===== src/source/core_pkg.sv =====
package core_pkg;

	typedef logic [31:0] word_t;
	typedef logic [3:0] reg_index_t;

	localparam int IMEM_DEPTH = 64;
	localparam int DMEM_DEPTH = 64;

	typedef logic [5:0] imem_address_t;
	typedef logic [5:0] dmem_address_t;

	// bit positions in the one-hot opcode vector.
	typedef enum int unsigned {
		op_lui,
		op_auipc,
		op_jal,
		op_jalr,
		op_beq,
		op_lw,
		op_sw,
		op_addi,
		op_add
	} op_index_e;

	localparam int OP_COUNT = 9;

	typedef logic [OP_COUNT-1:0] opcode_vec_t;

	typedef struct packed {
		word_t instruction;
		word_t pc;
		word_t dnpc;
	} fetch_packet_t;

	typedef struct packed {
		opcode_vec_t opcode;
		logic [2:0] funct3;
		reg_index_t rd;
		word_t imm;
		logic reg_wen;
		word_t pc;
		word_t dnpc;
		word_t src1;
		word_t src2;
	} decoded_t;

	// the state of a later stage that decode forwards from.
	typedef struct packed {
		reg_index_t rd;
		logic reg_wen;
		logic load;
		logic busy;
		word_t value;
	} stage_status_t;

	typedef struct packed {
		opcode_vec_t opcode;
		reg_index_t rd;
		logic reg_wen;
		word_t result;
		word_t store_data;
	} memory_request_t;

	typedef struct packed {
		reg_index_t rd;
		logic reg_wen;
		word_t value;
	} retire_t;

endpackage


===== src/source/register_file.sv =====
`timescale 1ns/1ps

module register_file (
	input  logic clock,
	input  logic reset,
	input  core_pkg::reg_index_t rs1,
	input  core_pkg::reg_index_t rs2,
	output core_pkg::word_t src1,
	output core_pkg::word_t src2,
	input  logic write_enable,
	input  core_pkg::reg_index_t write_rd,
	input  core_pkg::word_t write_value
);

	core_pkg::word_t regs [16];

	// x0 is never written, so it keeps the zero from reset.
	always_ff @(posedge clock) begin
		if (reset) begin
			for (int i = 0; i < 16; i++) begin
				regs[i] <= '0;
			end
		end else if (write_enable && write_rd != '0) begin
			regs[write_rd] <= write_value;
		end
	end

	assign src1 = regs[rs1];
	assign src2 = regs[rs2];

endmodule


===== config.mk =====
export PLATFORM = sky130hd
export DESIGN_NAME = register_file
export DESIGN_NICKNAME = d
export VERILOG_FILES = /design/src/source/core_pkg.sv /design/src/source/register_file.sv
export SDC_FILE = /design/constraint.sdc
export NUM_CORES = 1
export LEC_CHECK = 0
export ABC_AREA = 1
export BUFFER_PORTS_ARGS = -buffer_cell sky130_fd_sc_hd__buf_2
export CAP_MARGIN = 20
export CORE_MARGIN = 8
export CORE_UTILIZATION = 45
export DETAILED_ROUTE_END_ITERATION = 10
export PLACE_DENSITY = 0.62
export SYNTH_ARGS = -nofsm -noshare
export SYNTH_HDL_FRONTEND = slang
export SYNTH_SLANG_ARGS = --single-unit
export TNS_END_PERCENT = 5

===== constraint.sdc =====
create_clock -name clock -period 2.24 [get_ports clock]
set_clock_uncertainty 0.15 [all_clocks]
set_input_delay 0.224 -clock clock [delete_from_list [all_inputs] [get_ports clock]]
set_output_delay 0.224 -clock clock [all_outputs]
set_load 0.005 [all_outputs]

==> metrics list <==
- CTS clk-pin slew, worst paths: 0.06 ns
- The number of placed instances, taps included, is 4708.
- Post-placement setup slack: 0.156 ns
- The die covers 73500 um2.
- Worst setup startpoint: regs[9][1]$_SDFFCE_PN0P_
- Per-cell via count in the routed design: 5.51
- The average instance in the mapped netlist occupies 7.58 um2.
* Fill count: 6051
- Count of vias placed by the detailed router: 26552
- The first routing iteration left 3495 violations.
* Grt ovf: 0
* Share of power burned in registers: 46.7%
- Headroom to the max-slew limit came out at 50.9%.
* Internal power of the cells: 17.4 mW
- The clock drives 512 sinks.
- For this configuration, the core starts out at a cell density of 45.5%.
- Unrepaired setup endpoints after global routing: false
- The clock network is responsible for 38.3% of the overall power.
- The analysis attributes to net switching a power of 6.67 mW.
* Total of flip-flops plus latches after synthesis: 512
- Top register by number of flip-flops: regs
* Worst supply voltage drop on vdd: 0.000634 V
- On the worst path, the slowest cell contributes a delay of 0.36 ns.
- At the worst endpoint, the required time is 1.87 ns.
- Data arrival time of the worst path: 1.79 ns
- Actual transition at the worst max-transition pin: 0.737 ns
* Number of flip-flops under the largest register name: 512
- Of the cells placed in the final design, the portion with a size suffix greater than 1 is 9.21%.
- Number of rows created at floorplan: 93
- Number of buffers created by CTS: 58
- The floorplan step set the die height to 271 um.
- Summing internal, switching and leakage power gives 24.1 mW.
- In the finished design, the share of the clock period the worst path needs comes to 96.5%.
- Max_cap viols: 0
* Outcome: completed
- Among the stages of the critical path, the cell type that occurs most often is nand3_1.
* Top-level port count: 111
- The net count of the finished layout is 3965.
- Worst hold start: write_value[25]
- Slew Viols, Final: 0
- Across all setup checks in the final design, the least slack found is 0.0781 ns.
* FF+latch area: 15400 um2
* Cell type group with the largest total delay on the critical path: simple AND/OR/NAND/NOR gates
- Worst Path Max Fanout: 2
- Clock period minus final worst setup slack: 2.16 ns
* PortBufs: 110
- Worst hold path class: input pin to flop
- Power spread over the standard cell area amounts to 718 nW/um2.
* Crit Path Category: flop to output port
* CTS root buf: clkbuf_16
- From left edge to right edge, the die measures 271 um.
- Critical-path cell with the highest stage delay: edfxtp_1
- Aggregate routed wire length: 103000 um
- The total area inside the core boundary comes to 64300 um2.
- Counting along the longest clock path gives a buffer depth of 3.
* Half-perimeter wire length after detailed placement: 60900 um
* Number of stages on the worst hold path: 3
* Post-CTS Setup Inserts: 0
- Layout Area Growth over Synthesis: 14.5%
- Leakage power: 15.7 nW
* Post-route insts no fill: 4821
- Number of cells produced by synthesis: 3865
- Total of warnings raised by yosys: 0
- Summing all multi-input logic gate instances after layout gives 10800 um2.
- Htree depth: 2
* Cell-by-cell trace of the critical path: inv_1 -> nand2_1 -> nand3_1 -> nand3_1 -> nand3_1 -> nand2_1 -> buf_2
- Buffers & Inverters on Critical Path: 2
- Switching portion of total power: 27.7%
* RD Place Congestion: 0.859
* First-pass GRT wire length: 154000 um
* Setup violations, final: 0
- For this run, the top clock speed supported by timing is 463 MHz.
* Registers with the highest flip-flop counts: regs: 512 flops
* Wirelength per Cell: 21.3 um
- TritonCTS built the clock tree.
* Overall fraction of global-route tracks in use: 27.1%
- Crit start category: flop
- The share of total power dissipated in combinational logic is 15.0%.
- Sequential fraction of the synthesis area: 52.5%
* Worst hold margin: 0.0154 ns
- Number of nets with antenna violations after detailed routing: 0
- Maximum number of pins on one net before global-route repair: 80
* Yosys cell types: 14
* Final hold violation count: 0
* Crit end category: output port
- Post-route DRC: 0
* Summed instance area of the synthesized netlist: 29300 um2
- Accumulated negative setup slack: 0 ns
- In this run the number of cells on the critical path is 7.
- For this run, the detailed router's first-pass iteration total came to 6.
- Via count of the first global-routing pass: 25168
- The initial antenna violation count is 2.
routing by layer:
layer  GRT usage [%]  share of wire [%]
met4            9.95                3.7
met1            36.6                 40
met3            4.80                9.9
met5               0                  0
met2            43.6                 46
final cells by class:
cell class,instances,area share (%)
diodes,2,0.0149
clock inverters,31,0.784
flip-flops and latches,512,45.9
inverters,558,6.31
repair buffers,251,7.23
well taps,855,3.19
multi-input cells,2537,32.1
clock buffers,75,4.52
cells in the mapped netlist:
cell type	instances	area [um2]
nor3b_2	2	25.0
buf_2	139	696
inv_1	555	2080
buf_1	41	154
edfxtp_1	512	15400
nand2_1	1121	4210
clkbuf_1	107	402
a21oi_1	1	5.00
conb_1	1	3.75
nor2_1	484	1820
buf_4	2	15.0
nand3_1	896	4480
nand4_1	1	6.26
inv_2	3	11.3
layout by cell type, fill, tap and decap left out, types with 3 or more instances in the layout:
cell           netlist  final
nand2_2              0     30
dlygate4sd3_1        0      5
buf_2              139    104
nand2_1           1121   1091
clkbuf_16            0     58
nand3_2              0      3
conb_1               1     32
clkinv_2             0     10
nor2_1             484    484
clkinv_1             0     14
bufinv_16            0      4
buf_4                2     78
edfxtp_1           512    512
clkbuf_1           107     17
nand3_1            896    893
buf_12               0     62
inv_1              555    549
inv_2                3      3
tightest hold or removal path, stage by stage:
cell    delay, ns
buf_2        0.07
inv_1        0.22
nor2_1       0.16
timing repair:
item	4_1_cts	5_1_grt
setup endpoints to repair	0	3
hold endpoints to repair	45	0
gates resized for setup	0	3
hold buffers	5	0
cell families (layout without fill, tap and decap cells):
logic type             count (synthesis)  after routing  synth area share [%]
buffers and inverters                847            915                  11.5
flip-flops                           512            512                  52.5
AO/OA/AOI/OAI                          1              1                0.0171
AND/OR/NAND/NOR                     2504           2504                  36.0
other                                  1             34                0.0128
power by group through the flow:
stage | combinational [mW] | sequential [mW] | clock, mW
after global placement | 3.52 | 11.4 | 0
final | 3.60 | 11.2 | 9.24
after floorplan | 2.13 | 11.4 | 0
after global routing | 3.93 | 11.3 | 9.66
after CTS | 3.57 | 11.2 | 9.30
after detailed placement | 3.54 | 11.4 | 0
per-stage QoR:
| step | util [%] | area [um2] |
|---|---|---|
| after floorplan | - | 29400 |
| after global placement | 49.2 | 31700 |
| after CTS | 52.1 | 33500 |
| after global routing | 52.1 | 33500 |
| final | 52.1 | 33500 |
| after detailed placement | 49.2 | 31700 |
path summary, 6_finish.rpt:
kind / endpoint / slack (ns)
worst max-delay path: src1[1] / 0.08
worst min-delay path: regs[13][25]$_SDFFCE_PN0P_ / 0.02
(Power assumes the default switching activity.)
