## src/source/core_pkg.sv

```systemverilog
package core_pkg;

	typedef logic [31:0] word_t;
	typedef logic [3:0] reg_index_t;

	localparam int IMEM_DEPTH = 64;
	localparam int DMEM_DEPTH = 64;

	typedef logic [5:0] imem_address_t;
	typedef logic [5:0] dmem_address_t;

	// bit positions in the one-hot opcode vector.
	typedef enum int unsigned {
		op_lui,
		op_auipc,
		op_jal,
		op_jalr,
		op_beq,
		op_lw,
		op_sw,
		op_addi,
		op_add
	} op_index_e;

	localparam int OP_COUNT = 9;

	typedef logic [OP_COUNT-1:0] opcode_vec_t;

	typedef struct packed {
		word_t instruction;
		word_t pc;
		word_t dnpc;
	} fetch_packet_t;

	typedef struct packed {
		opcode_vec_t opcode;
		logic [2:0] funct3;
		reg_index_t rd;
		word_t imm;
		logic reg_wen;
		word_t pc;
		word_t dnpc;
		word_t src1;
		word_t src2;
	} decoded_t;

	// the state of a later stage that decode forwards from.
	typedef struct packed {
		reg_index_t rd;
		logic reg_wen;
		logic load;
		logic busy;
		word_t value;
	} stage_status_t;

	typedef struct packed {
		opcode_vec_t opcode;
		reg_index_t rd;
		logic reg_wen;
		word_t result;
		word_t store_data;
	} memory_request_t;

	typedef struct packed {
		reg_index_t rd;
		logic reg_wen;
		word_t value;
	} retire_t;

endpackage

```

## src/source/execute_unit.sv

```systemverilog
`timescale 1ns/1ps

module execute_unit (
	input  logic clock,
	input  logic reset,
	input  logic exu_valid,
	output logic exu_ready,
	input  core_pkg::decoded_t decoded,
	output logic mem_valid,
	input  logic mem_ready,
	output core_pkg::memory_request_t request,
	output core_pkg::stage_status_t exu_status,
	output logic redirect,
	output core_pkg::word_t redirect_pc
);

	core_pkg::word_t link;
	core_pkg::word_t result;
	core_pkg::word_t next_pc;
	logic taken;
	logic accept;

	assign link = decoded.pc + 32'd4;

	always_comb begin
		if (decoded.opcode[core_pkg::op_lui]) begin
			result = decoded.imm;
		end else if (decoded.opcode[core_pkg::op_auipc]) begin
			result = decoded.pc + decoded.imm;
		end else if (decoded.opcode[core_pkg::op_jal] | decoded.opcode[core_pkg::op_jalr]) begin
			result = link;
		end else if (decoded.opcode[core_pkg::op_add]) begin
			result = decoded.src1 + decoded.src2;
		end else begin
			// addi, and the effective address for lw and sw.
			result = decoded.src1 + decoded.imm;
		end
	end

	// other branch encodings never take.
	assign taken = decoded.opcode[core_pkg::op_beq] & (decoded.funct3 == 3'b000) &
		(decoded.src1 == decoded.src2);

	always_comb begin
		if (decoded.opcode[core_pkg::op_jalr]) begin
			next_pc = (decoded.src1 + decoded.imm) & ~32'd1;
		end else if (decoded.opcode[core_pkg::op_jal] | taken) begin
			next_pc = decoded.pc + decoded.imm;
		end else begin
			next_pc = link;
		end
	end

	// nothing new comes in while the redirect is out.
	assign exu_ready = (~mem_valid | mem_ready) & ~redirect;
	assign accept = exu_valid & exu_ready;

	always_ff @(posedge clock) begin
		if (reset) begin
			mem_valid <= 1'b0;
			redirect <= 1'b0;
		end else begin
			redirect <= accept & (next_pc != decoded.dnpc);
			if (accept) begin
				mem_valid <= 1'b1;
			end else if (mem_ready) begin
				mem_valid <= 1'b0;
			end
		end
	end

	always_ff @(posedge clock) begin
		if (accept) begin
			request.opcode <= decoded.opcode;
			request.rd <= decoded.rd;
			request.reg_wen <= decoded.reg_wen;
			request.result <= result;
			request.store_data <= decoded.src2;
			redirect_pc <= next_pc;
		end
	end

	assign exu_status.rd = request.rd;
	assign exu_status.reg_wen = request.reg_wen;
	assign exu_status.load = request.opcode[core_pkg::op_lw];
	assign exu_status.busy = mem_valid;
	assign exu_status.value = request.result;

endmodule

```

## config.mk

```make
export PLATFORM = sky130hd
export DESIGN_NAME = execute_unit
export DESIGN_NICKNAME = d
export VERILOG_FILES = /design/src/source/core_pkg.sv /design/src/source/execute_unit.sv
export SDC_FILE = /design/constraint.sdc
export NUM_CORES = 1
export LEC_CHECK = 0
export ABC_CLOCK_PERIOD_IN_PS = 11500
export BUFFER_PORTS_ARGS = -buffer_cell sky130_fd_sc_hd__buf_2
export CELL_PAD_IN_SITES_DETAIL_PLACEMENT = 1
export CELL_PAD_IN_SITES_GLOBAL_PLACEMENT = 2
export CORE_MARGIN = 8
export CORE_UTILIZATION = 35
export CTS_BUF_LIST = sky130_fd_sc_hd__clkbuf_2
export DETAILED_ROUTE_END_ITERATION = 12
export PLACE_DENSITY = 0.95
export SLEW_MARGIN = 10
export SYNTH_ARGS = -nofsm -noshare
export SYNTH_HDL_FRONTEND = slang
export SYNTH_SLANG_ARGS = --single-unit
```

## constraint.sdc

```tcl
create_clock -name clock -period 11.5 [get_ports clock]
set_clock_uncertainty 0.05 [all_clocks]
set_input_delay 1.15 -clock clock [delete_from_list [all_inputs] [get_ports clock]]
set_output_delay 1.15 -clock clock [all_outputs]
set_load 0.02 [all_outputs]
```

==> impl_metrics.tcl <==
set metrics [dict create \
    crit_arrival_ps 5940 \
    maxSlewHeadroom_pct 20.6 \
    path_max_fanout 59 \
    status "completed" \
    area_delta_synth_final_pct 14.6 \
    numCtsBuffers 9 \
    cp_top_family "simple AND/OR/NAND/NOR gates" \
    drc 0 \
    critPathCaptureType "flip-flop" \
    finalMaxSlewViolations 0 \
    tritoncts "done" \
    netlist_area_um2 13000 \
    cpMostUsedCell "nor4_1" \
    path_buf_inv 2 \
    grt_pass1_wl_um 87200 \
    io_buffers 332 \
    cts_resized 0 \
    die_y_um 209 \
    synth_cell_types 97 \
    dp_slack_ps 5560 \
    die_w_um 209 \
    syn_nets 1850 \
    first_pass_iters 5 \
    ioPinCount 333 \
    fin_tns_setup_ps 0 \
    layout.nets 2086 \
    crit_path_top_delay_cell "nor4_1" \
    postRouteAntennaNets 0 \
    cap_violations 0 \
    grtUsageTotal_pct 25.9 \
    postCtsSetupRepairBufs 0 \
    p_per_area_nw_per_um2 107 \
    min_period_ps 5170 \
    avgViaCountPerCell 6.15 \
    max_freq_mhz 193 \
    avgRoutedWirePerCell_um 25.9 \
    synth_edf_count 110 \
    cpPeakStageDelay_ps 1030 \
    crit_required_ps 12270 \
    die_area_um2 43600 \
    cts_hold_buf 0 \
    worstMarginPinSlew_ps 1180 \
    gp_congestion 0.944 \
    ys_ff_latch 112 \
    synthCells 1572 \
    totalWireLength_um 59400 \
    clock-sinks 112 \
    h-tree-depth 3 \
    synth.area.top_cells "edfxtp_1 (25%), ha_1 (9.0%), a21oi_1 (5.4%), xnor2_1 (5.2%), o21ai_0 (3.6%)" \
    drtIter0Drc 1237 \
    hpwl_um 48700 \
    async_reset_ff_share_pct 0 \
    ir_drop_uv 46.9 \
    grt_max_degree 68 \
    critical_path.startpoint_type "input port" \
    setup_viol 0 \
    yosys.area.top_type_share_pct 25.4 \
    crit_chain "buf_2 -> ha_1 -> nor4_1 -> nand4_1 -> o31ai_4 -> buf_4 -> nand2_1 -> a2bb2oi_1 -> xor2_1 -> nor4_1 -> nand4b_1 -> nor4_1 -> a41o_1 -> nand3_1" \
    clk_pin_slew_worst_paths_ps 410 \
    fin_crit_sh_pct 45.0 \
    grt_overflow 0 \
    cts_buffer_depth 2 \
    final_layout_size_suffix_gt1_share_pct 22.7 \
    initial_core_util_pct 35.6 \
    rsz0062_at_grt "false" \
    yosysSeqAreaShare_pct 25.7 \
    final-hold-violation-count 0 \
    syn_avg_cell_area_um2 8.28 \
    vias 14100 \
    crit_type "input port to flip-flop" \
    yosysMostFrequentCell "a21oi_1" \
    fin_ws_ps 6330 \
    hold_path.class "input port to flip-flop" \
    root_buffer "clkbuf_2" \
    yosys_warnings 0 \
    fp.coreArea_um2 36600 \
    synth_largest_area_cell "edfxtp_1" \
    total_power_mw 1.60 \
    worstSkewPairLatency_ps 850 \
    grt_antenna_before_repair 12 \
    grt_pass1_vias 14200 \
    synth_common_cells "a21oi_1 (141), nor2_1 (124), nand2_1 (117)" \
    leakagePower_nw 6.14 \
    ys.flop_type "edfxtp_1" \
    rows 70 \
]
[metal layers]
layer | share of wire, % | GRT usage, % | vias to the layer above
met5 | 0.062 | 0 | -
met4 | 3.1 | 10.7 | 6
met3 | 8.6 | 5.42 | 91
met2 | 45 | 40.8 | 591
met1 | 43 | 34.2 | 6959
li1 | - | - | 6431
[report_power, final]
part	total, mW	internal (mW)	leakage (nW)	switching, mW
Sequential	0.528	0.511	1.06	0.0171
Combinational	0.844	0.287	5.00	0.557
Clock	0.230	0.0563	0.0808	0.174
Total	1.60	0.854	6.14	0.748
[metrics by stage]
step | utilization [%] | cell area, um2 | instances | hold WS (ps)
finish | 40.7 | 14900 | 2290 | 388
global route | 40.7 | 14900 | 2290 | 373
CTS | 40.7 | 14900 | 2281 | 320
detailed placement | 40.3 | 14800 | 2265 | 462
global placement | 40.3 | 14800 | 2265 | 425
floorplan | - | 13000 | 1572 | 515
[layout make-up]
cell class	instances	area, um2
fillers	4515	21700
multi-input cells	1296	8900
flip-flops and latches	112	3340
repair buffers	345	1760
well taps	468	586
inverters	44	168
clock inverters	7	83.8
clock buffers	9	45.0
diodes	9	22.5
[kinds of logic (layout without fill, tap and decap cells)]
kind of cell / after synthesis / count (layout) / synth area share, %
mux: 23 / 23 / 1.80
flops: 112 / 112 / 25.7
buf+inv: 164 / 405 / 6.09
simple gates: 521 / 521 / 20.3
xor+xnor: 130 / 130 / 9.08
other cells: 0 / 9 / 0
fa+ha+maj: 97 / 97 / 9.50
compound gates: 525 / 525 / 27.6
[layout by cell type, fill, tap and decap left out, types with 21 or more instances in the layout]
cell type  instances
a211oi_1          45
inv_1             42
xor2_1            50
buf_2            332
nand4_1           28
o21ai_0           93
o211ai_1          25
ha_1              94
a31oi_1           23
nand3_1           54
nand2_1          117
edfxtp_1         110
nand2b_1          22
xnor2_1           77
nor3_1            40
nor2_1           123
a21o_1            33
a21oi_1          141
and3_1            21
[final timing paths]
check | start | end | slack (ps) | depth (start not counted)
worst max-delay path | decoded[22] | redirect | 6330 | 14
worst min-delay path | reset | mem_valid | 390 | 2
worst max register to register | mem_valid | request[4] | 8920 | 5
worst min register to register | mem_valid | mem_valid | 480 | 2
[flip-flops by register name, summed over array words and instances (netlist names)]
signal / count
exu_status: 38
mem_valid: 1
redirect: 1
redirect_pc: 32
request: 40
Note: power is estimated with default switching activity, not from simulation.
