### src/source/core_pkg.sv
package core_pkg;

	typedef logic [31:0] word_t;
	typedef logic [3:0] reg_index_t;

	localparam int IMEM_DEPTH = 64;
	localparam int DMEM_DEPTH = 64;

	typedef logic [5:0] imem_address_t;
	typedef logic [5:0] dmem_address_t;

	// bit positions in the one-hot opcode vector.
	typedef enum int unsigned {
		op_lui,
		op_auipc,
		op_jal,
		op_jalr,
		op_beq,
		op_lw,
		op_sw,
		op_addi,
		op_add
	} op_index_e;

	localparam int OP_COUNT = 9;

	typedef logic [OP_COUNT-1:0] opcode_vec_t;

	typedef struct packed {
		word_t instruction;
		word_t pc;
		word_t dnpc;
	} fetch_packet_t;

	typedef struct packed {
		opcode_vec_t opcode;
		logic [2:0] funct3;
		reg_index_t rd;
		word_t imm;
		logic reg_wen;
		word_t pc;
		word_t dnpc;
		word_t src1;
		word_t src2;
	} decoded_t;

	// the state of a later stage that decode forwards from.
	typedef struct packed {
		reg_index_t rd;
		logic reg_wen;
		logic load;
		logic busy;
		word_t value;
	} stage_status_t;

	typedef struct packed {
		opcode_vec_t opcode;
		reg_index_t rd;
		logic reg_wen;
		word_t result;
		word_t store_data;
	} memory_request_t;

	typedef struct packed {
		reg_index_t rd;
		logic reg_wen;
		word_t value;
	} retire_t;

endpackage

### src/source/decode_unit.sv
`timescale 1ns/1ps

module decode_unit (
	input  logic clock,
	input  logic reset,
	input  logic fetch_valid,
	output logic fetch_ready,
	input  core_pkg::fetch_packet_t fetch_packet,
	output core_pkg::reg_index_t rs1,
	output core_pkg::reg_index_t rs2,
	input  core_pkg::word_t src1,
	input  core_pkg::word_t src2,
	input  core_pkg::stage_status_t exu_status,
	input  core_pkg::stage_status_t mem_status,
	input  logic redirect,
	output logic exu_valid,
	input  logic exu_ready,
	output core_pkg::decoded_t decoded
);

	core_pkg::word_t instruction;
	logic [4:0] opcode5;
	core_pkg::opcode_vec_t opcode;
	logic type_r;
	logic type_i;
	logic type_s;
	logic type_b;
	logic type_u;
	logic type_j;
	core_pkg::word_t imm;
	logic reg_wen;
	logic need_rs1;
	logic need_rs2;
	logic rs1_exu_hit;
	logic rs2_exu_hit;
	logic rs1_mem_hit;
	logic rs2_mem_hit;
	core_pkg::word_t src1_value;
	core_pkg::word_t src2_value;
	logic stall;
	logic slot_ready;
	logic accept;

	function automatic logic source_hit(
		input core_pkg::stage_status_t status,
		input core_pkg::reg_index_t index,
		input logic needed
	);
		return needed & status.busy & status.reg_wen & (status.rd != '0) & (status.rd == index);
	endfunction

	assign instruction = fetch_packet.instruction;
	assign opcode5 = instruction[6:2];
	assign rs1 = instruction[18:15];
	assign rs2 = instruction[23:20];

	assign opcode[core_pkg::op_lui] = (opcode5 == 5'b01101);
	assign opcode[core_pkg::op_auipc] = (opcode5 == 5'b00101);
	assign opcode[core_pkg::op_jal] = (opcode5 == 5'b11011);
	assign opcode[core_pkg::op_jalr] = (opcode5 == 5'b11001);
	assign opcode[core_pkg::op_beq] = (opcode5 == 5'b11000);
	assign opcode[core_pkg::op_lw] = (opcode5 == 5'b00000);
	assign opcode[core_pkg::op_sw] = (opcode5 == 5'b01000);
	assign opcode[core_pkg::op_addi] = (opcode5 == 5'b00100);
	assign opcode[core_pkg::op_add] = (opcode5 == 5'b01100);

	assign type_r = opcode[core_pkg::op_add];
	assign type_i = opcode[core_pkg::op_jalr] | opcode[core_pkg::op_lw] | opcode[core_pkg::op_addi];
	assign type_s = opcode[core_pkg::op_sw];
	assign type_b = opcode[core_pkg::op_beq];
	assign type_u = opcode[core_pkg::op_lui] | opcode[core_pkg::op_auipc];
	assign type_j = opcode[core_pkg::op_jal];

	always_comb begin
		if (type_i) begin
			imm = {{20{instruction[31]}}, instruction[31:20]};
		end else if (type_u) begin
			imm = {instruction[31:12], 12'b0};
		end else if (type_s) begin
			imm = {{20{instruction[31]}}, instruction[31:25], instruction[11:7]};
		end else if (type_j) begin
			imm = {{12{instruction[31]}}, instruction[19:12], instruction[20],
				instruction[30:21], 1'b0};
		end else if (type_b) begin
			imm = {{20{instruction[31]}}, instruction[7], instruction[30:25],
				instruction[11:8], 1'b0};
		end else begin
			imm = '0;
		end
	end

	assign reg_wen = type_r | type_i | type_u | type_j;
	assign need_rs2 = type_b | type_s | type_r;
	assign need_rs1 = need_rs2 | type_i;

	// execute holds the younger result, so it wins over memory.
	assign rs1_exu_hit = source_hit(exu_status, rs1, need_rs1);
	assign rs2_exu_hit = source_hit(exu_status, rs2, need_rs2);
	assign rs1_mem_hit = source_hit(mem_status, rs1, need_rs1);
	assign rs2_mem_hit = source_hit(mem_status, rs2, need_rs2);

	assign src1_value = rs1_exu_hit ? exu_status.value :
		rs1_mem_hit ? mem_status.value : src1;
	assign src2_value = rs2_exu_hit ? exu_status.value :
		rs2_mem_hit ? mem_status.value : src2;

	// a load whose value is not there yet stalls its consumer.
	assign stall = (exu_status.load & (rs1_exu_hit | rs2_exu_hit)) |
		(mem_status.load & (rs1_mem_hit | rs2_mem_hit));

	assign fetch_ready = slot_ready & ~stall;
	assign accept = fetch_valid & fetch_ready;

	always_ff @(posedge clock) begin
		if (reset) begin
			slot_ready <= 1'b1;
			exu_valid <= 1'b0;
		end else begin
			slot_ready <= redirect | (slot_ready & ~accept) | (~slot_ready & exu_valid & exu_ready);
			exu_valid <= ((exu_valid & ~exu_ready) | accept) & ~redirect;
		end
	end

	always_ff @(posedge clock) begin
		if (accept) begin
			decoded.opcode <= opcode;
			decoded.funct3 <= instruction[14:12];
			decoded.rd <= instruction[10:7];
			decoded.imm <= imm;
			decoded.reg_wen <= reg_wen;
			decoded.pc <= fetch_packet.pc;
			decoded.dnpc <= fetch_packet.dnpc;
			decoded.src1 <= src1_value;
			decoded.src2 <= src2_value;
		end
	end

endmodule

### config.mk
export PLATFORM = sky130hd
export DESIGN_NAME = decode_unit
export DESIGN_NICKNAME = d
export VERILOG_FILES = /design/src/source/core_pkg.sv /design/src/source/decode_unit.sv
export SDC_FILE = /design/constraint.sdc
export NUM_CORES = 1
export LEC_CHECK = 0
export ABC_AREA = 1
export BUFFER_PORTS_ARGS = -buffer_cell sky130_fd_sc_hd__buf_2
export CORE_AREA = 10 10 160 162
export CTS_BUF_LIST = sky130_fd_sc_hd__clkbuf_8 sky130_fd_sc_hd__clkbuf_16
export DETAILED_ROUTE_END_ITERATION = 8
export DIE_AREA = 0 0 170 172
export PLACE_DENSITY = 0.66
export SYNTH_ARGS = -nofsm -noshare
export SYNTH_HDL_FRONTEND = slang
export SYNTH_SLANG_ARGS = --single-unit
### constraint.sdc
create_clock -name clock -period 6.1 [get_ports clock]
set_input_delay 0.61 -clock clock [delete_from_list [all_inputs] [get_ports clock]]
set_output_delay 0.61 -clock clock [all_outputs]
set_load 0.01 [all_outputs]
==> results of run 1 <==
==> per-layer routing <==
metal	share of wire	global-route usage
met1	0.37	0.205
met2	0.53	0.320
met3	0.075	0.0483
met4	0.020	0.0599
met5	0	0
==> stage by stage <==
stage / instances / util / instance area, um2
floorplan: 704 / - / 7890
detailed placement: 1386 / 0.456 / 10200
global placement: 1386 / 0.456 / 10200
finish: 1425 / 0.484 / 10800
CTS: 1418 / 0.483 / 10800
global route: 1423 / 0.483 / 10800
==> cells in the mapped netlist (3+ instances only) <==
| cell | number | area share |
|---|---|---|
| o21ai_2 | 24 | 0.027 |
| nor2_1 | 35 | 0.017 |
| nand4_1 | 3 | 0.0024 |
| nand2_2 | 3 | 0.0024 |
| o21ai_0 | 55 | 0.035 |
| nor2_4 | 3 | 0.0043 |
| a21oi_1 | 3 | 0.0019 |
| nand3_1 | 3 | 0.0019 |
| inv_1 | 105 | 0.050 |
| buf_4 | 11 | 0.010 |
| o21ai_1 | 44 | 0.028 |
| nand2_1 | 165 | 0.079 |
| o211ai_1 | 37 | 0.035 |
| edfxtp_1 | 177 | 0.67 |
| clkbuf_1 | 5 | 0.0024 |
| buf_2 | 13 | 0.0082 |
| buf_6 | 6 | 0.0086 |
==> placed cells by master (no fill, tap or decap), types with 3 or more instances in the layout <==
cell | synthesis | layout
buf_2 | 13 | 427
edfxtp_1 | 177 | 177
nand3_1 | 3 | 3
o21ai_0 | 55 | 55
nand4_1 | 3 | 3
buf_4 | 11 | 7
nand2_2 | 3 | 5
nor2_1 | 35 | 35
diode_2 | 0 | 7
inv_6 | 0 | 5
o21ai_2 | 24 | 24
a21oi_1 | 3 | 3
clkinv_8 | 0 | 5
clkbuf_16 | 0 | 17
o211ai_1 | 37 | 37
inv_1 | 105 | 104
nand2_1 | 165 | 163
o21ai_1 | 44 | 44
nor2_4 | 3 | 3
==> final timing paths <==
check                   startpoint            to  slack, ns  cells after the start
hold reg to reg          exu_valid     exu_valid       0.48                      2
setup / recovery  fetch_packet[84]  decoded[104]       3.12                     11
hold / removal     fetch_packet[9]   decoded[73]       0.35                      1
setup reg to reg        slot_ready  decoded[104]       3.83                      3
==> sequential cells by signal, summed over array words and instances (netlist names) <==
| register | cells |
|---|---|
| exu_valid | 1 |
| decoded | 177 |
| slot_ready | 1 |
==> power groups by stage <==
stage	clock (mW)	combinational, mW	sequential (mW)
after floorplan	0	0.108	1.54
after global placement	0	0.344	1.49
after detailed placement	0	0.349	1.49
after CTS	1.15	0.350	1.46
after global routing	1.19	0.378	1.47
final	1.12	0.345	1.46
==> cell type report <==
cell class	instances	area, um2
Inverter	107	407
Clock inverter	15	176
Tap cell	285	357
Timing Repair Buffer	434	2190
Multi-Input combinational cell	381	1890
Clock buffer	17	425
Fill cell	2067	11500
Sequential cell	179	5360
Antenna cell	7	17.5
==> kinds of logic after synthesis <==
family | Yosys count | synth area share
and+or+nand+nor | 215 | 0.109
xor gates and xnor gates | 1 | 0.00111
AOI/OAI and AO/OA | 165 | 0.129
buffers and inverters | 144 | 0.0819
DFF | 179 | 0.679
==> critical path: stages <==
cell	delay [ns]
buf_2	0.10
inv_1	0.10
or2_2	0.29
o211ai_1	0.08
nor2_1	0.05
nand2_1	0.11
nand2_1	0.10
nand2_1	0.08
nand4_1	0.21
inv_6	0.69
buf_4	0.50
==> key figures, run 1 <==
Logic synthesis
  – Asr flop ratio synth: 0
  – Primary FF master, synth: edfxtp_1
  – Syn. warnings: 0
  – #FFs+latches synth: between 150 and 200
  – Yosys cell types: 25
  – Number of flops mapped to enable cells by yosys: between 150 and 200
  – Synthesized instance count: a little over 700
  – Post-Syn Area: 7890 um2
  – Register area share after synthesis: 0.679
  – Synth Net Count: roughly 950
  – Syn avg cell area: 11.2 um2

Detailed routing
  – Drc violations: 0
  – DR iter-0 viols: 543
  – Routed Antenna Nets: 0
  – Vias: 6,635
  – Vias/cell: between 4 and 5
  – First-pass DRT Iterations: 5
  – Final WL: ~28,000 um
  – WL/cell: 19.8 um

Power and ir drop
  – Clk pwr share: 0.382
  – Internal Power: about 2.1 mW
  – Power Dens Cells: around 270 nW/um2
  – Seq pwr share: 0.500
  – Maximum vdd ir drop: between 150 and 200 uV
  – Net switching fraction of the power: 0.268
  – Total power: 2.92 mW
  – Total leakage power: around 5.2 nW
  – Comb pwr share: 0.118
  – Net switching power: just under 800 uW

Clock network
  – CTS max path bufs: 2
  – Worst skew pair latency: approximately 0.43 ns
  – TritonCTS Buffers: 17
  – CTS resizes: 0
  – Clock Pin Slew Worst Setup and Hold Paths: ~0.080 ns
  – Clk sink count: 179
  – CTS tree: done
  – H-tree depth: 4
  – Postcts setup bufs: 0
  – Hold_buf cts: 0
  – Root Driver: clkbuf_16

Final layout
  – Layout cell share with drive strength beyond 1: 0.444
  – Final net count: ~1,400
  – Area growth, synth to finish: 37.2%

Timing
  – Slew Limit Headroom: 0.324
  – Final TNS setup: 0 ns
  – WHS: 0.354 ns
  – Top achievable clock speed: 336 MHz
  – RSZ-0062 raised after global routing: false
  – Worst Tran Pin Value: around 1.0 ns
  – Final WS setup: 3.12 ns
  – Final setup vio count: 0
  – Final Cycle Share: 0.488
  – Crit path time final: 2.98 ns
  – Setup Skew: 0.0143 ns
  – Fin. Hold Viols: 0
  – Max-slew violations: 0

Die
  – Chip height: ~170 um
  – Effective utilization at floorplan: 0.353
  – DIE AREA: slightly below 30,000 um2
  – Core box area: 22,400 um2
  – Num rows: 55
  – IO Pins: 430
  – Die X-Extent: roughly 170 um

Global routing
  – Largest net degree at the start of global routing: 99
  – First-pass GRT wire length: between 30,000 and 40,000 um
  – Initial antenna violation count: 6
  – Total gr overflow: 0
  – Vias in the first global route: between 6,000 and 7,000
  – Gr usage total: 0.180

Setup path
  – Kind of end point of the critical path: register
  – Crit path launch type: primary input
  – Max FO, Critical Path: between 90 and 100
  – WP data required: about 6 ns
  – WS Path Type: in -> reg
  – Critical path arrival: approximately 3.1 ns

Hold path
  – Min-delay worst type: in -> reg

Placed design
  – DP HPWL: approximately 22,000 um
  – Pre-CTS setup slack: between 2 and 3 ns
  – Gp weighted congestion: roughly 0.87
  – Port Buffers: 427

Run
  – Max Cap Violations: 0

Run status
  – Run status: complete, no violations
Power figures use the tool's default switching activity.
==> inputs of run 2 (changes only) <==
clock period = 2.9 ns   (was 6.1 ns; I/O delays follow)
==> key figures, run 2 (same netlist as run 1, synthesis figures left out) <==
Timing
  – Worst Tran Pin Value: 0.729 ns (-0.274 ns)
  – Setup Skew: 0.0145 ns (+0.000209 ns)
  – Final TNS setup: 0 ns (unchanged)
  – Crit path time final: between 1.5 and 2 ns
  – Fin. Hold Viols: 0 (unchanged)
  – Slew Limit Headroom: 0.514 (+0.190)
  – Top achievable clock speed: roughly 510 MHz
  – Max-slew violations: 0 (unchanged)
  – RSZ-0062 raised after global routing: false
  – Final setup vio count: 0 (unchanged)
  – Final Cycle Share: 0.674

Setup path
  – CP peak stage delay: 0.41 ns (-0.28 ns)
  – Worst Reg-to-Reg Cells: 3 (unchanged)
  – WP data required: 2.98 ns (-3.20 ns)
  – Critical path arrival: 2.03 ns (-1.02 ns)
  – Critical Path, Cell by Cell: buf_2 -> inv_1 -> or2_2 -> o211ai_1 -> nor2_1 -> nand2_1 -> nand2_1 -> nand2_1 -> nand4_1 -> clkinvlp_4 -> buf_4
  – CP max-delay cell: buf_4
  – Kind of end point of the critical path: register
  – Top cell by count, worst path: nand2_1
  – Max FO, Critical Path: 30 (-69%)
  – Crit path launch type: primary input
  – WS Path Type: in -> reg

Clock network
  – Clock Pin Slew Worst Setup and Hold Paths: 0.08 ns (about the same)
  – CTS resizes: 0 (unchanged)
  – Postcts setup bufs: 0 (unchanged)
  – H-tree depth: 4 (unchanged)
  – Root Driver: clkbuf_16
  – CTS tree: done
  – Worst skew pair latency: 0.43 ns (about the same)
  – Clk sink count: 179 (unchanged)
  – TritonCTS Buffers: 17 (unchanged)
  – Hold_buf cts: 0 (unchanged)
  – CTS max path bufs: 2 (unchanged)

Die
  – Num rows: 55 (unchanged)
  – IO Pins: 430 (unchanged)
  – Chip height: 172 um (unchanged)
  – Effective utilization at floorplan: 0.353 (unchanged)
  – Core box area: 22,400 um2 (unchanged)
  – Die X-Extent: 170 um (unchanged)
  – DIE AREA: 29,200 um2 (unchanged)

Detailed routing
  – Vias: 6,658 (+0.35%)
  – WL/cell: 19.2 um (-2.9%)
  – Routed Antenna Nets: 0 (unchanged)
  – DR iter-0 viols: 524 (-3.5%)
  – Drc violations: 0 (unchanged)
  – Final WL: 27,400 um (-2.5%)
  – Vias/cell: 4.65 (about the same)
  – First-pass DRT Iterations: 5 (unchanged)

Final layout
  – Most common cell after layout, fill and taps aside: buf_2
  – Top flop regs: decoded x177, exu_valid x1, slot_ready x1
  – Most frequent cells in the layout: 427 x buf_2, 177 x edfxtp_1, 163 x nand2_1
  – Top reg by flops: decoded
  – Layout cell share with drive strength beyond 1: 0.448 (+0.00381)
  – Reg area: 5360 um2 (unchanged)
  – Final net count: 1,369 (+0.44%)
  – Multi-input logic area: 1890 um2 (+0.13%)
  – Max reg flops: 177 (unchanged)
  – Non-Filler Instances: 1,431 (+0.42%)
  – Area growth, synth to finish: 38.9%
  – Final-layout fill cell count: 2,092 (+1.2%)
  – Finished Core Util: 0.490 (+0.00604)

Global routing
  – First-pass GRT wire length: 39,600 um (unchanged)
  – GRT met2 Usage: 0.307 (-0.0132)
  – Vias in the first global route: 6,735 (+5.4%)
  – Most Used Layer, Global Route: met2
  – Initial antenna violation count: 4 (-2)
  – GR Util met1: 0.200 (-0.00504)
  – Gr usage total: 0.178 (-0.00215)
  – M3 GR Usage: 0.0554 (+0.00707)
  – Total gr overflow: 0 (unchanged)
  – Largest net degree at the start of global routing: 69 (-30%)

Hold path
  – Cell depth of the worst hold path: 1 (unchanged)
  – Min-delay worst type: in -> reg

Placed design
  – Port Buffers: 427 (unchanged)
  – Placed Cells: 1,391 (+0.36%)
  – DP HPWL: 21,400 um (-2.7%)
  – Gp weighted congestion: 0.834 (-4.5%)

Power and ir drop
  – Maximum vdd ir drop: 372 uV (+130%)
  – Power Dens Cells: 573 nW/um2 (+110%)
  – Total leakage power: 5.25 nW (+1.1%)

Run status
  – Run status: complete, no violations

Run
  – Max Cap Violations: 0 (unchanged)
run 2: cell count changes in the layout (fill, tap and decap cells not counted), moves of 2 or more:
cell and change:
buf_4 +2, clkinv_8 +2, buf_12 +3, inv_6 -3
run 2: per-layer routing:
| metal | wire length [um] | vias to the layer above |
|---|---|---|
| met5 | 13 | - |
| met4 | 563 | 2 |
| met3 | 2330 | 35 |
| met2 | 14300 | 282 |
| met1 | 10300 | 3093 |
| li1 | - | 3246 |
run 2: layout make-up:
cell class | count | share of cell area
multi-input cells | 381 | 0.173
well taps | 285 | 0.0326
clock buffers | 17 | 0.0388
repair buffers | 440 | 0.208
clock inverters | 15 | 0.0206
diodes | 7 | 0.00160
flip-flops and latches | 179 | 0.489
inverters | 107 | 0.0370
run 2: metrics by stage:
step	hold WS [ns]	instance area (um2)	setup WS, ns	total power [mW]
floorplan	0.389	7890	-1.33	3.46
global placement	0.466	10300	0.560	3.86
detailed placement	0.468	10300	0.491	3.87
CTS	0.0113	10900	0.960	6.34
global route	-0.00257	10900	0.820	6.53
finish	0.0330	11000	0.946	6.27
run 2: critical path, delay by kind of cell:
| family | cells | cell delay [ns] |
|---|---|---|
| compound gates | 1 | 0.08 |
| buf+inv | 4 | 0.87 |
| simple gates | 6 | 0.76 |
run 2: report_power, final:
group          internal (mW)  leakage, nW  total, mW  switching, mW
sequential              3.03         1.76       3.07         0.0378
combinational          0.303         3.17      0.737          0.434
clock                   1.28        0.312       2.46           1.19
run 2: final timing paths:
| path | to | from | slack [ns] |
|---|---|---|---|
| hold reg to reg | exu_valid | exu_valid | 0.50 |
| setup reg to reg | decoded[78] | slot_ready | 1.29 |
| hold / removal | decoded[120] | fetch_packet[56] | 0.03 |
| setup / recovery | decoded[78] | fetch_packet[84] | 0.95 |
==> inputs of run 3 (changes only) <==
ABC_AREA = 0   (was 1)
CORE_AREA = 10 10 158 160   (was 10 10 160 162)
DIE_AREA = 0 0 168 170   (was 0 0 170 172)
PLACE_DENSITY = 0.65   (was 0.66)
clock period = 1.9 ns   (was 2.9 ns; I/O delays follow)
==> key figures, run 3 <==
Clock network
  – CTS tree: done
  – Worst skew pair latency: 0.43 ns (about the same)
  – CTS max path bufs: 2 (unchanged)
  – Clock Pin Slew Worst Setup and Hold Paths: 0.07 ns (about the same)
  – Root Driver: clkbuf_16
  – Clk sink count: 179 (unchanged)
  – TritonCTS Buffers: 17 (unchanged)
  – H-tree depth: 4 (unchanged)

Setup path
  – Worst R2R Setup Slack: 0.57 ns (-0.72 ns)
  – Critical path arrival: 1.99 ns (-0.04 ns)
  – FF-to-FF Start: slot_ready
  – Crit path buffers/inverters: 4 (unchanged)
  – CP peak stage delay: 0.54 ns (+0.13 ns)
  – Reg-to-reg endpoint: decoded[95]
  – Worst Reg-to-Reg Cells: 4 (+1)
  – Critical path launch point: exu_status[35]
  – Critical Path, Cell by Cell: buf_2 -> or4_4 -> nand3_4 -> or3_4 -> nand2_1 -> a22o_1 -> buf_4 -> nor2_4 -> buf_12 -> buf_6
  – Max FO, Critical Path: 13 (-57%)
  – Kind of end point of the critical path: register
  – WP data required: 2.03 ns (-0.95 ns)
  – CP delay by family, top: simple AND/OR/NAND/NOR gates
  – CP max-delay cell: or4_4
  – Crit path launch type: primary input
  – WS Path Type: in -> reg

Final layout
  – Most common cell after layout, fill and taps aside: buf_2
  – Layout cell share with drive strength beyond 1: 0.490 (+0.0421)
  – Top reg by flops: decoded
  – Multi-input logic area: 2010 um2 (+6.0%)
  – Top flop regs: decoded x177, exu_valid x1, slot_ready x1
  – Most frequent cells in the layout: 426 x buf_2, 177 x edfxtp_1, 80 x nor2_1
  – Final-layout fill cell count: 1,857 (-11%)
  – Final net count: 1,312 (-4.2%)
  – Max reg flops: 177 (unchanged)
  – Area growth, synth to finish: 57.3%
  – Reg area: 5360 um2 (unchanged)

Detailed routing
  – Drc violations: 0 (unchanged)
  – Final WL: 27,900 um (+1.8%)
  – Routed Antenna Nets: 0 (unchanged)
  – First-pass DRT Iterations: 5 (unchanged)
  – Vias: 6,422 (-3.5%)
  – Vias/cell: 4.70 (+1.0%)
  – WL/cell: 20.5 um (+6.7%)
  – DR iter-0 viols: 372 (-29%)

Power and ir drop
  – Total leakage power: 5.64 nW (+7.4%)
  – Net switching power: 2.47 mW (+49%)
  – Comb pwr share: 0.138 (+0.020)
  – Seq pwr share: 0.493 (+0.003)
  – Clk pwr share: 0.369 (-0.024)
  – Maximum vdd ir drop: 494 uV (+33%)
  – Net switching fraction of the power: 0.259 (-0.00566)
  – Power Dens Cells: 810 nW/um2 (+41%)
  – Internal Power: 7.08 mW (+53%)
  – Total power: 9.55 mW (+52%)

Logic synthesis
  – Synth top area share: 0.709 (+0.0353)
  – Number of flops mapped to enable cells by yosys: 177 (unchanged)
  – Primary FF master, synth: edfxtp_1
  – Syn. warnings: 0 (unchanged)
  – Synth area leaders: edfxtp_1 71%, mux2i_1 8.5%, a21oi_1 4.3%
  – Syn avg cell area: 14.0 um2 (+25%)
  – Post-Syn Area: 7490 um2 (-5.0%)
  – Synthesized instance count: 534 (-24%)
  – Yosys cell types: 31 (+24%)
  – #FFs+latches synth: 179 (unchanged)
  – Synth Net Count: 777 (-18%)
  – Register area share after synthesis: 0.715 (+0.0356)
  – Asr flop ratio synth: 0 (unchanged)
  – Cell taking the most area after synthesis: edfxtp_1
  – Most frequent cells after synthesis: 177 x edfxtp_1, 83 x nor2_1, 65 x a21oi_1
  – Top-count cell post-synth: edfxtp_1

Timing
  – RSZ-0062 raised after global routing: true
  – Top achievable clock speed: 537 MHz
  – Slew Limit Headroom: 0.707 (+0.193)
  – Final WS setup: 0.0382 ns (-0.908 ns)
  – Max-slew violations: 0 (unchanged)
  – Final setup vio count: 0 (unchanged)
  – Fin. Hold Viols: 0 (unchanged)
  – Crit path time final: about 1.9 ns
  – Final TNS setup: 0 ns (unchanged)
  – Setup Skew: 0.0120 ns (-0.00249 ns)
  – Final Cycle Share: 0.980
  – Worst Tran Pin Value: 0.438 ns (-0.291 ns)

Global routing
  – Initial antenna violation count: 4 (unchanged)
  – First-pass GRT wire length: 40,400 um (+1.8%)
  – Largest net degree at the start of global routing: 52 (-25%)
  – Vias in the first global route: 6,743 (+0.12%)
  – Gr usage total: 0.183 (+0.00500)
  – Total gr overflow: 0 (unchanged)

Hold path
  – Cell depth of the worst hold path: 3 (+2)
  – Min-delay worst type: in -> reg
  – Hold_sp: fetch_packet[92]
  – Worst hold endpoint: decoded[157]

Placed design
  – Gp weighted congestion: 0.810 (-2.8%)
  – Port Buffers: 427 (unchanged)
  – Pre-CTS setup slack: -0.351 ns (-0.842 ns)
  – DP HPWL: 21,300 um (-0.62%)

Die
  – Die X-Extent: 168 um (-1.2%)
  – Effective utilization at floorplan: 0.346 (-0.00711)
  – Chip height: 170 um (-1.2%)
  – IO Pins: 430 (unchanged)
  – DIE AREA: 28,600 um2 (-2.3%)
  – Core box area: 21,700 um2 (-3.0%)
  – Num rows: 54 (-1.8%)

Run
  – Max Cap Violations: 0 (unchanged)

Run status
  – Run status: complete, no violations
## run 3: changes by cell type after synthesis, moves of 37 or more
cell	change
o21ai_1	-43
mux2i_1	+64
nor2_1	+48
a21oi_1	+62
o21ai_0	-46
inv_1	-102
nand2_1	-134
o211ai_1	-37
## run 3: per-stage QoR
stage / instance area [um2] / std cells / util / hold WS [ns]
after floorplan: 7510 / 534 / - / 0.289
after global placement: 10300 / 1257 / 0.476 / 0.366
after detailed placement: 10300 / 1257 / 0.476 / 0.368
after CTS: 11700 / 1361 / 0.538 / 0.0158
after global routing: 11800 / 1366 / 0.544 / 0.0424
final: 11800 / 1366 / 0.544 / 0.0441
## run 3: cell type report
| type | count | area share |
|---|---|---|
| timing repair buffer | 552 | 0.293 |
| clock inverter | 15 | 0.0152 |
| inverter | 3 | 0.000955 |
| sequential | 179 | 0.454 |
| multi-input combinational | 316 | 0.170 |
| clock buffer | 17 | 0.0361 |
| antenna | 4 | 0.000849 |
| tap | 280 | 0.0297 |
## run 3: tightest hold or removal path: stages
cell,delay [ns]
buf_2,0.08
nand2_1,0.04
nand2_1,0.05
## run 3: timing repair
item	in CTS	in global routing
cloned	0	1
setup buffers	1	0
gates resized for setup	6	17
pin swaps	1	4
hold endpoints to repair	71	0
hold buffers	71	0
setup endpoints to repair	1	114
## run 3: worst max-delay path by stage
stage,to,slack [ns],depth (start not counted)
after global routing,decoded[95],-0.01,10
after floorplan,decoded[0],-2.45,7
after CTS,fetch_ready,0.004,10
after detailed placement,decoded[83],-0.35,9
final,decoded[95],0.04,10
after global placement,decoded[83],-0.33,9
## run 3: metal layers
metal	part of all wire	track usage	vias up
li1	-	-	3034
met3	0.084	0.0601	40
met4	0.025	0.0727	0
met2	0.52	0.323	323
met5	0	0	-
met1	0.37	0.198	3025
## run 3: power groups by stage
| stage | registers (mW) | clock network, mW | logic (mW) |
|---|---|---|---|
| 4_1_cts | 4.71 | 3.61 | 1.29 |
| 2_1_floorplan | 4.95 | 0 | 0.276 |
| 3_3_place_gp | 4.79 | 0 | 1.15 |
| 6_report | 4.71 | 3.52 | 1.31 |
| 3_5_place_dp | 4.79 | 0 | 1.16 |
| 5_1_grt | 4.73 | 3.78 | 1.41 |
## run 3: cell families (layout without fill, tap and decap cells)
group / count (synthesis) / count (layout) / synth area share
xor+xnor: 16 / 16 / 0.0187
buf+inv: 39 / 587 / 0.0321
simple gates: 150 / 150 / 0.0865
compound gates: 85 / 85 / 0.0611
flops: 179 / 179 / 0.715
other cells: 0 / 4 / 0
mux: 65 / 65 / 0.0870
